==> config.mk <==
export PLATFORM = sky130hd
export DESIGN_NAME = red_combine
export DESIGN_NICKNAME = d
export VERILOG_FILES = /design/src/common/vred_pkg.sv /design/src/logic/red_combine.sv
export SDC_FILE = /design/constraint.sdc
export NUM_CORES = 1
export LEC_CHECK = 0
export BUFFER_PORTS_ARGS = -buffer_cell sky130_fd_sc_hd__buf_2
export CAP_MARGIN = 0
export CORE_ASPECT_RATIO = 0.6
export CORE_UTILIZATION = 50
export DETAILED_ROUTE_END_ITERATION = 7
export PLACE_DENSITY = 0.77
export SLEW_MARGIN = 20
export SYNTH_ARGS = -nofsm -noshare
export SYNTH_HDL_FRONTEND = slang
export SYNTH_SLANG_ARGS = --single-unit
export TNS_END_PERCENT = 100
==> constraint.sdc <==
create_clock -name clk -period 9.3 [get_ports clk]
set_input_delay 1.86 -clock clk [delete_from_list [all_inputs] [get_ports clk]]
set_output_delay 1.86 -clock clk [all_outputs]
set_load 0.05 [all_outputs]
==> src/common/vred_pkg.sv <==
`default_nettype none

package vred_pkg;

    localparam int VREG_W = 128;
    localparam int XLEN   = 32;
    localparam int HALF_W = 2 * VREG_W;

    typedef logic [VREG_W-1:0] vreg_t;
    typedef logic [HALF_W-1:0] half_t;   // also the fold accumulator
    typedef logic [XLEN-1:0]   xword_t;

    typedef enum logic {
        RED_SUM = 1'b0,
        RED_MAX = 1'b1
    } red_op_e;

    typedef enum logic [1:0] {
        SEW8  = 2'd0,
        SEW16 = 2'd1,
        SEW32 = 2'd2     // code 3 decodes as 32 too
    } sew_e;

    typedef enum logic [1:0] {
        LMUL1 = 2'd0,
        LMUL2 = 2'd1,
        LMUL4 = 2'd2     // code 3 decodes as 4 too
    } lmul_e;

    // pair-fold steps to bring one 256-bit half down to a single element
    function automatic logic [2:0] fold_steps(sew_e s);
        case (s)
            SEW8:    return 3'd5;
            SEW16:   return 3'd4;
            default: return 3'd3;
        endcase
    endfunction

    function automatic int reg_count(lmul_e l);
        case (l)
            LMUL1:   return 1;
            LMUL2:   return 2;
            default: return 4;
        endcase
    endfunction

    function automatic logic signed [XLEN-1:0] elem_sext(xword_t x, sew_e s);
        case (s)
            SEW8:    return {{24{x[7]}}, x[7:0]};
            SEW16:   return {{16{x[15]}}, x[15:0]};
            default: return x;
        endcase
    endfunction

    function automatic xword_t elem_zext(xword_t x, sew_e s);
        case (s)
            SEW8:    return {24'b0, x[7:0]};
            SEW16:   return {16'b0, x[15:0]};
            default: return x;
        endcase
    endfunction

    // a wins ties on max, sum wraps at the element width once truncated
    function automatic xword_t red_apply(red_op_e o, sew_e s, xword_t a, xword_t b);
        if (o == RED_MAX)
            return (elem_sext(a, s) >= elem_sext(b, s)) ? a : b;
        return a + b;
    endfunction

endpackage

`default_nettype wire

==> src/logic/red_combine.sv <==
`default_nettype none

module red_combine (
    input  wire                    clk,
    input  wire                    nrst,
    input  wire                    start,
    input  wire                    lo_done,
    input  wire                    hi_done,
    input  wire vred_pkg::red_op_e op,
    input  wire vred_pkg::sew_e    sew,
    input  wire vred_pkg::xword_t  lo_result,
    input  wire vred_pkg::xword_t  hi_result,
    input  wire vred_pkg::xword_t  scalar,
    output logic                   done,
    output vred_pkg::xword_t       result
);

    import vred_pkg::*;

    logic    busy;
    logic    accept;
    red_op_e op_q;
    sew_e    sew_q;
    xword_t  scalar_q;
    xword_t  half_merged;
    xword_t  merged;

    // a new start may land on the same edge that retires the current one
    assign accept = start && (!busy || lo_done);

    assign half_merged = red_apply(op_q, sew_q, lo_result, hi_result);
    assign merged      = elem_zext(red_apply(op_q, sew_q, scalar_q, half_merged), sew_q);   // scalar keeps ties

    always_ff @(posedge clk)
    begin
        if (accept)
        begin
            op_q     <= op;
            sew_q    <= sew;
            scalar_q <= scalar;
        end
    end

    always_ff @(posedge clk)
    begin
        if (!nrst)
        begin
            busy   <= 1'b0;
            done   <= 1'b0;
            result <= '0;
        end
        else
        begin
            done <= lo_done;
            if (lo_done)
                result <= merged;   // held until the next done
            if (accept)
                busy <= 1'b1;
            else if (lo_done)
                busy <= 1'b0;
        end
    end

    halves_agree: assert property (@(posedge clk) disable iff (!nrst)
        lo_done == hi_done);

    done_pulse: assert property (@(posedge clk) disable iff (!nrst)
        done |=> !done);

endmodule

`default_nettype wire

Word level (Yosys, flattened, before mapping)
Index checks and enable logic that the tools add are counted.
Word-level totals
  bits in registers: 69
  bits of input ports: 104
  output and inout bits: 33
  logic and storage cells: 34
Operators by class
  $add $sub $neg: 2
  order comparisons: 2
  equality and inequality tests: 1
  multiplexer cells: 18
  reduce and logical (&&, ||, !) cells: 5
Operator list (count)
  32-bit 2-to-1 mux: 10
  32-bit case mux with 2 select lines: 5
  32-bit adder: 2
  32-bit >= comparator: 2
  1-bit 2-to-1 mux: 3
  2-bit by 1-bit == test with 1-bit output (second input constant): 1
  2-bit logical NOT: 1
  2-bit nonzero test: 1
  1-bit logical AND: 1
  1-bit logical NOT: 1
  1-bit logical OR: 1

Logic depth before layout (Yosys ltp)
Gate-level depths: netlist of the first run.
  word-level depth: 14
  mapped depth: 31
  mapped depth without buffers: 25

Worst setup path after synthesis of the first run
OpenSTA, ideal clock, no wires.
  kind: input -> register
  start: input port lo_result[7]
  end: register result[2]
  setup time: 0.117 ns
  arrival time: 7.466 ns
  data required time: 9.183 ns
  setup slack: 1.716 ns
  stages on the path: 27
  path buffers: 4
  cell sequence: nor2b_1 -> a211oi_1 -> clkbuf_1 -> a21oi_1 -> ha_1 -> nand4_1 -> or4_4 -> nor3_1 -> o32ai_2 -> o31ai_4 -> mux2i_1 -> a21oi_1 -> and2_1 -> buf_2 -> a21oi_1 -> ha_1 -> a21oi_1 -> o21ai_0 -> a211oi_1 -> o21bai_1 -> a2111oi_2 -> o21ai_1 -> mux2i_4 -> buf_4 -> buf_4 -> nand3_1 -> a32o_1
Between the ends
  word-level cells in the longest chain between the ends: 13
  elaborated cells between the ends (all ways): 15
  those cells by class: 2 x add/sub; 2 x order compare; 11 x mux
Ends and longest elaborated chain
  from (decl): line red_combine.sv:11  | input wire vred_pkg::xword_t lo_result,
  32-bit case mux with 2 select lines: line vred_pkg.sv:48  | case (s)
  32-bit 2-to-1 mux: line vred_pkg.sv:65  | if (o == RED_MAX)
  32-bit >= comparator: line vred_pkg.sv:66  | return (elem_sext(a, s) >= elem_sext(b, s)) ? a : b;
  32-bit 2-to-1 mux: line vred_pkg.sv:66
  32-bit 2-to-1 mux: line vred_pkg.sv:65
  32-bit 2-to-1 mux *: line vred_pkg.sv:67  | return a + b;
  32-bit case mux with 2 select lines: line vred_pkg.sv:48
  32-bit 2-to-1 mux: line vred_pkg.sv:65
  32-bit >= comparator: line vred_pkg.sv:66
  32-bit 2-to-1 mux: line vred_pkg.sv:66
  32-bit 2-to-1 mux: line vred_pkg.sv:65
  32-bit 2-to-1 mux *: line vred_pkg.sv:67
  32-bit case mux with 2 select lines *: line vred_pkg.sv:56  | case (s)
  to (signal assigned): line red_combine.sv:56  | result <= merged;
  to (decl): line red_combine.sv:15  | output vred_pkg::xword_t result
Mark *: on every way between the ends. The rest lies on a longest branch, timed or not. The select of a mux whose other input is x is not followed.
A chain may end at the register's enable or synchronous reset.

Final worst setup path of the first run
  start: input port lo_result[7]
  end: register result[6]
Same word-level chain as after synthesis.

==> results.json, run 1 <==
{
  "period_needed_ns": 8.44,
  "cp-start-kind": "primary input",
  "cts_sinks": 69,
  "ff2ff_path_depth": 25,
  "avgSynthCellArea_um2": 8.01,
  "status": "finished, final reports clean",
  "cts_setup_buffers": 0,
  "synth_top_family_by_area": "compound AO/OA/AOI/OAI gates",
  "port_buffers": 135,
  "grt_pass1_wl_um": 44700,
  "relSlewSlack": 0.417,
  "setup_viol": 0,
  "ys_types": 80,
  "vdd_ir_drop_max_v": 0.000134,
  "powerDensity_nw_per_um2": 169,
  "clk_latency_ns": 0.34,
  "grt_antenna_before_repair": 0,
  "grt_usage": 0.315,
  "root_buffer": "clkbuf_16",
  "yosys.area.top_type": "ha_1",
  "syn_area_um2": 8990,
  "tns_ns": 0,
  "synth_mux_area_frac": 0.0710,
  "route.detailed.drc": 0,
  "synth_top_area_share": 0.175,
  "final_cell_mix": "a21oi_1, buf_2, ha_1, inv_1, nor2_1",
  "synthCells": 1123,
  "p_leak_nw": 4.83,
  "detail_route.wl_per_cell_um": 20.0,
  "antenna_cells": 0,
  "worst-setup-path-type": "in2reg",
  "synth_area_leaders": "ha_1, edfxtp_1, a21oi_1",
  "async_reset_ff_frac": 0,
  "cp-startpoint": "lo_result[7]",
  "report.final.slew_viol_count": 0,
  "critPathSlowestCell": "or4_4",
  "holdCritStartpoint": "result[23]",
  "finalNetCount": 1466,
  "cp_num_buf_inv": 3,
  "rsz0062_at_grt": "no",
  "grt_overflow": 0,
  "skew_ns": 0.0124,
  "whs_path_depth": 2,
  "cp.depth": 26,
  "postRouteAntennaNets": 0,
  "cts_buffers": 9,
  "yosys.area_share.simple": 0.148,
  "via_per_inst": 6.25,
  "vias": 9207,
  "cts_hold_buf": 0,
  "synth_compound_area_frac": 0.304,
  "slowest_delay_ns": 0.60,
  "die_w_um": 175,
  "synth_edf_count": 35,
  "worstMarginPinSlew_ns": 0.874,
  "hpwl_um": 23700,
  "dr.pass1.iters": 6,
  "maxCapViolCount": 0,
  "ys_seq_area_frac": 0.193,
  "critPathTopFamily": "compound AO/OA/AOI/OAI gates",
  "worst-path-max-fanout": 16,
  "synthAdderAreaFrac": 0.180,
  "crit_arrival_ns": 8.64,
  "wl_um": 29500,
  "path_clk_slew_ns": 0.07,
  "grt_max_degree": 54,
  "die_h_um": 106,
  "htreeDepth": 3,
  "drive_above_1_share": 0.171,
  "pin_count": 137,
  "timing.fmax_ghz": 0.118,
  "ys.flop_type": "edfxtp_1",
  "ys_warn_count": 0,
  "syn_to_final_growth_pct": 13.2,
  "initialDrtViolationCount": 1082,
  "synth_xor_area_frac": 0.0438,
  "r2r-start": "sew_q[1]",
  "syn_nets": 1355,
  "gp_congestion": 1.02,
  "core-area_um2": 17400,
  "cts_tree": "yes",
  "post-route-period-util": 0.908,
  "final_common_cell": "a21oi_1",
  "hold_violations": 0,
  "synth-seq-cells": 69,
  "die-area_um2": 18500,
  "final_util": 0.586,
  "start_util": 0.518,
  "ctsResizeCount": 0,
  "hold_path_class": "reg2reg",
  "n_fill_cell": 1585,
  "worst_setup_path_end_kind": "flip-flop",
  "rows": 37,
  "crit_required_ns": 9.50,
  "grt_pass1_vias": 8072,
  "clk_path_buf_depth": 2
}
[through the flow]
step | total power, mW | hold slack [ns] | area (µm²) | worst slack (ns) | instances
after global routing | 1.82 | 0.488 | 10200 | 0.594 | 1473
after global placement | 1.32 | 0.442 | 9860 | 0.891 | 1456
after floorplan | 1.08 | 0.450 | 8990 | 1.72 | 1123
after detailed placement | 1.34 | 0.445 | 9890 | 0.798 | 1457
after CTS | 1.69 | 0.460 | 10200 | 1.11 | 1473
final | 1.72 | 0.457 | 10200 | 0.858 | 1473
[report_power, final]
group | total [mW] | switching (mW) | leakage, nW | internal [mW]
Clock | 0.346 | 0.139 | 0.140 | 0.207
Combinational | 1.00 | 0.615 | 4.08 | 0.387
Sequential | 0.375 | 0.0258 | 0.618 | 0.349
[worst register-to-register path, delay by kind of cell (launching register included)]
family	cells	cell delay (ns)
compound gates	14	2.98
simple gates	5	1.97
mux	3	1.35
flops	1	0.74
fa+ha+maj	2	0.64
buf+inv	1	0.24
[layout make-up]
type / count / area, µm² / share of cell area
Clock buffer: 10 / 229 / 0.0225
Clock inverter: 6 / 63.8 / 0.00627
Multi-Input combinational cell: 924 / 6730 / 0.661
Timing Repair Buffer: 153 / 843 / 0.0828
Sequential cell: 69 / 1730 / 0.170
Inverter: 77 / 289 / 0.0284
Tap cell: 234 / 293 / 0.0288
[cells in the mapped netlist (15+ instances only)]
library cell  count
a211oi_1         20
a21o_1           42
a21oi_1         146
clkbuf_1         40
dfxtp_1          34
edfxtp_1         35
ha_1            126
inv_1            75
mux2_2           16
mux2i_1          41
nand2_1          67
nand3_1          21
nand4_1          17
nor2_1           73
nor2b_1          15
nor3_1           21
o21ai_0          72
o21bai_1         25
xnor2_1          28
xor2_1           17
[final timing paths]
kind,end,slack (ns)
setup / recovery,result[6],0.86
hold / removal,result[23],0.46
setup reg to reg,result[6],1.26
hold reg to reg,result[23],0.46
[per-layer routing]
layer,vias to the layer above,track usage,share of wire
li1,4414,-,-
met4,0,0.0447,0.0081
met1,4187,0.517,0.49
met3,21,0.114,0.16
met2,585,0.370,0.34
met5,-,0,0
[sequential cells by signal, indices dropped and copies added (netlist names)]
| signal | cells |
|---|---|
| scalar_q | 32 |
| result | 32 |
| busy | 1 |
| op_q | 1 |
| done | 1 |
| sew_q | 2 |
[logic make-up after synthesis]
logic type	after synthesis
adder cells (fa/ha/maj)	128
flip-flops	69
XOR/XNOR	45
AND/OR/NAND/NOR	270
buffers and inverters	130
AO/OA/AOI/OAI	421
multiplexers	60
No activity file was read; power rests on OpenSTA's default activity.
==> run 2, diff against run 1 <==
BUFFER_PORTS_ARGS = not set   (was -buffer_cell sky130_fd_sc_hd__buf_2)
CORE_UTILIZATION = 35   (was 50)
DONT_BUFFER_PORTS = 1   (was not set)
PLACE_DENSITY = 0.54   (was 0.77)
==> results.json, run 2 (synthesis results as in run 1) <==
{
  "status": "finished, final reports clean",
  "rsz0062_at_grt": "no",
  "hpwl_um": 26300,
  "die-area_um2": 26400,
  "hold_ws_ns": 0.549,
  "worst_setup_path_end_kind": "flip-flop",
  "path_clk_slew_ns": 0.06,
  "htreeDepth": 3,
  "cp-start-kind": "primary input",
  "maxCapViolCount": 0,
  "slowest_delay_ns": 0.62,
  "grt_usage": 0.245,
  "clk_latency_ns": 0.35,
  "start_util": 0.356,
  "finalNetCount": 1334,
  "period_needed_ns": 8.32,
  "whs_path_depth": 2,
  "syn_to_final_growth_pct": 7.22,
  "grt_overflow": 0,
  "dpl_cell_area_um2": 9340,
  "powerDensity_nw_per_um2": 177,
  "gp_congestion": 0.976,
  "detail_route.wl_per_cell_um": 22.8,
  "post-place-ws_ns": 0.788,
  "ctsResizeCount": 0,
  "final_util": 0.382,
  "wl_um": 32800,
  "via_per_inst": 6.07,
  "cts_buffers": 9,
  "postRouteAntennaNets": 0,
  "dr.pass1.iters": 5,
  "cp_common_cell": "a21oi_1",
  "core-area_um2": 25200,
  "worst-path-max-fanout": 21,
  "timing.fmax_ghz": 0.120,
  "root_buffer": "clkbuf_16",
  "hold_violations": 0,
  "relSlewSlack": 0.539,
  "post-route-period-util": 0.894,
  "die_w_um": 209,
  "antenna_cells": 0,
  "final_common_cell": "a21oi_1",
  "ff2ff_path_depth": 25,
  "setup_slack_ns": 0.985,
  "crit_required_ns": 9.51,
  "worstMarginPinSlew_ns": 0.673,
  "cts_hold_buf": 0,
  "grt_pass1_wl_um": 48700,
  "final_cell_mix": "a21oi_1, ha_1, inv_1, nor2_1, o21ai_0",
  "cts_setup_buffers": 0,
  "tns_ns": 0,
  "pin_count": 137,
  "vdd_ir_drop_max_v": 0.000135,
  "vias": 8711,
  "rows": 45,
  "grt_pass1_vias": 7756,
  "die_h_um": 126,
  "report.final.slew_viol_count": 0,
  "hold_path_class": "reg2reg",
  "initialDrtViolationCount": 1011,
  "crit_arrival_ns": 8.52,
  "worst-setup-path-type": "in2reg",
  "cts_sinks": 69,
  "route.detailed.drc": 0,
  "p_leak_nw": 4.28,
  "cts_tree": "yes",
  "clk_path_buf_depth": 2,
  "largest_registers": "result (32), scalar_q (32), sew_q (2)",
  "final_area_um2": 9640,
  "port_buffers": 0,
  "setup_viol": 0,
  "drive_above_1_share": 0.0741,
  "grt_max_degree": 60,
  "skew_ns": 0.0132,
  "critPathSlowestCell": "mux2i_1",
  "grt_antenna_before_repair": 0
}
-- run 2: area by class of cell --
type | count | area [µm²]
Clock buffer | 11 | 243
Sequential cell | 69 | 1730
Timing Repair Buffer | 21 | 170
Fill cell | 2679 | 15600
Multi-Input combinational cell | 924 | 6740
Tap cell | 329 | 412
Inverter | 77 | 289
Clock inverter | 5 | 58.8
-- run 2: final timing paths --
| path | from | end | slack [ns] |
|---|---|---|---|
| hold / removal | busy | busy | 0.55 |
| setup reg to reg | sew_q[0] | result[23] | 1.56 |
| setup / recovery | lo_result[7] | result[23] | 0.98 |
| hold reg to reg | busy | busy | 0.55 |
-- run 2: metal layers --
layer | share of wire | GRT usage | vias to the layer above
met5 | 0 | 0 | -
met4 | 0.0059 | 0.0372 | 0
met3 | 0.12 | 0.0825 | 14
met2 | 0.33 | 0.276 | 419
met1 | 0.55 | 0.416 | 4123
li1 | - | - | 4155
-- run 2: per-stage QoR --
stage               cells  power, mW
CTS                  1436       1.69
floorplan            1123       1.08
global placement     1420       1.32
detailed placement   1420       1.32
finish               1436       1.71
global route         1436       1.81
-- run 2: worst max-delay path: cells and delay by family --
family | cells | cell delay (ns)
AND/OR/NAND/NOR | 6 | 1.68
adder cells (fa/ha/maj) | 2 | 0.54
AO/OA/AOI/OAI | 11 | 2.08
buffers and inverters | 3 | 0.91
multiplexers | 3 | 1.43
-- run 2: where the power goes --
group / switching [mW] / internal (mW)
combinational: 0.541 / 0.366
clock: 0.148 / 0.216
sequential: 0.0879 / 0.349
total: 0.777 / 0.931
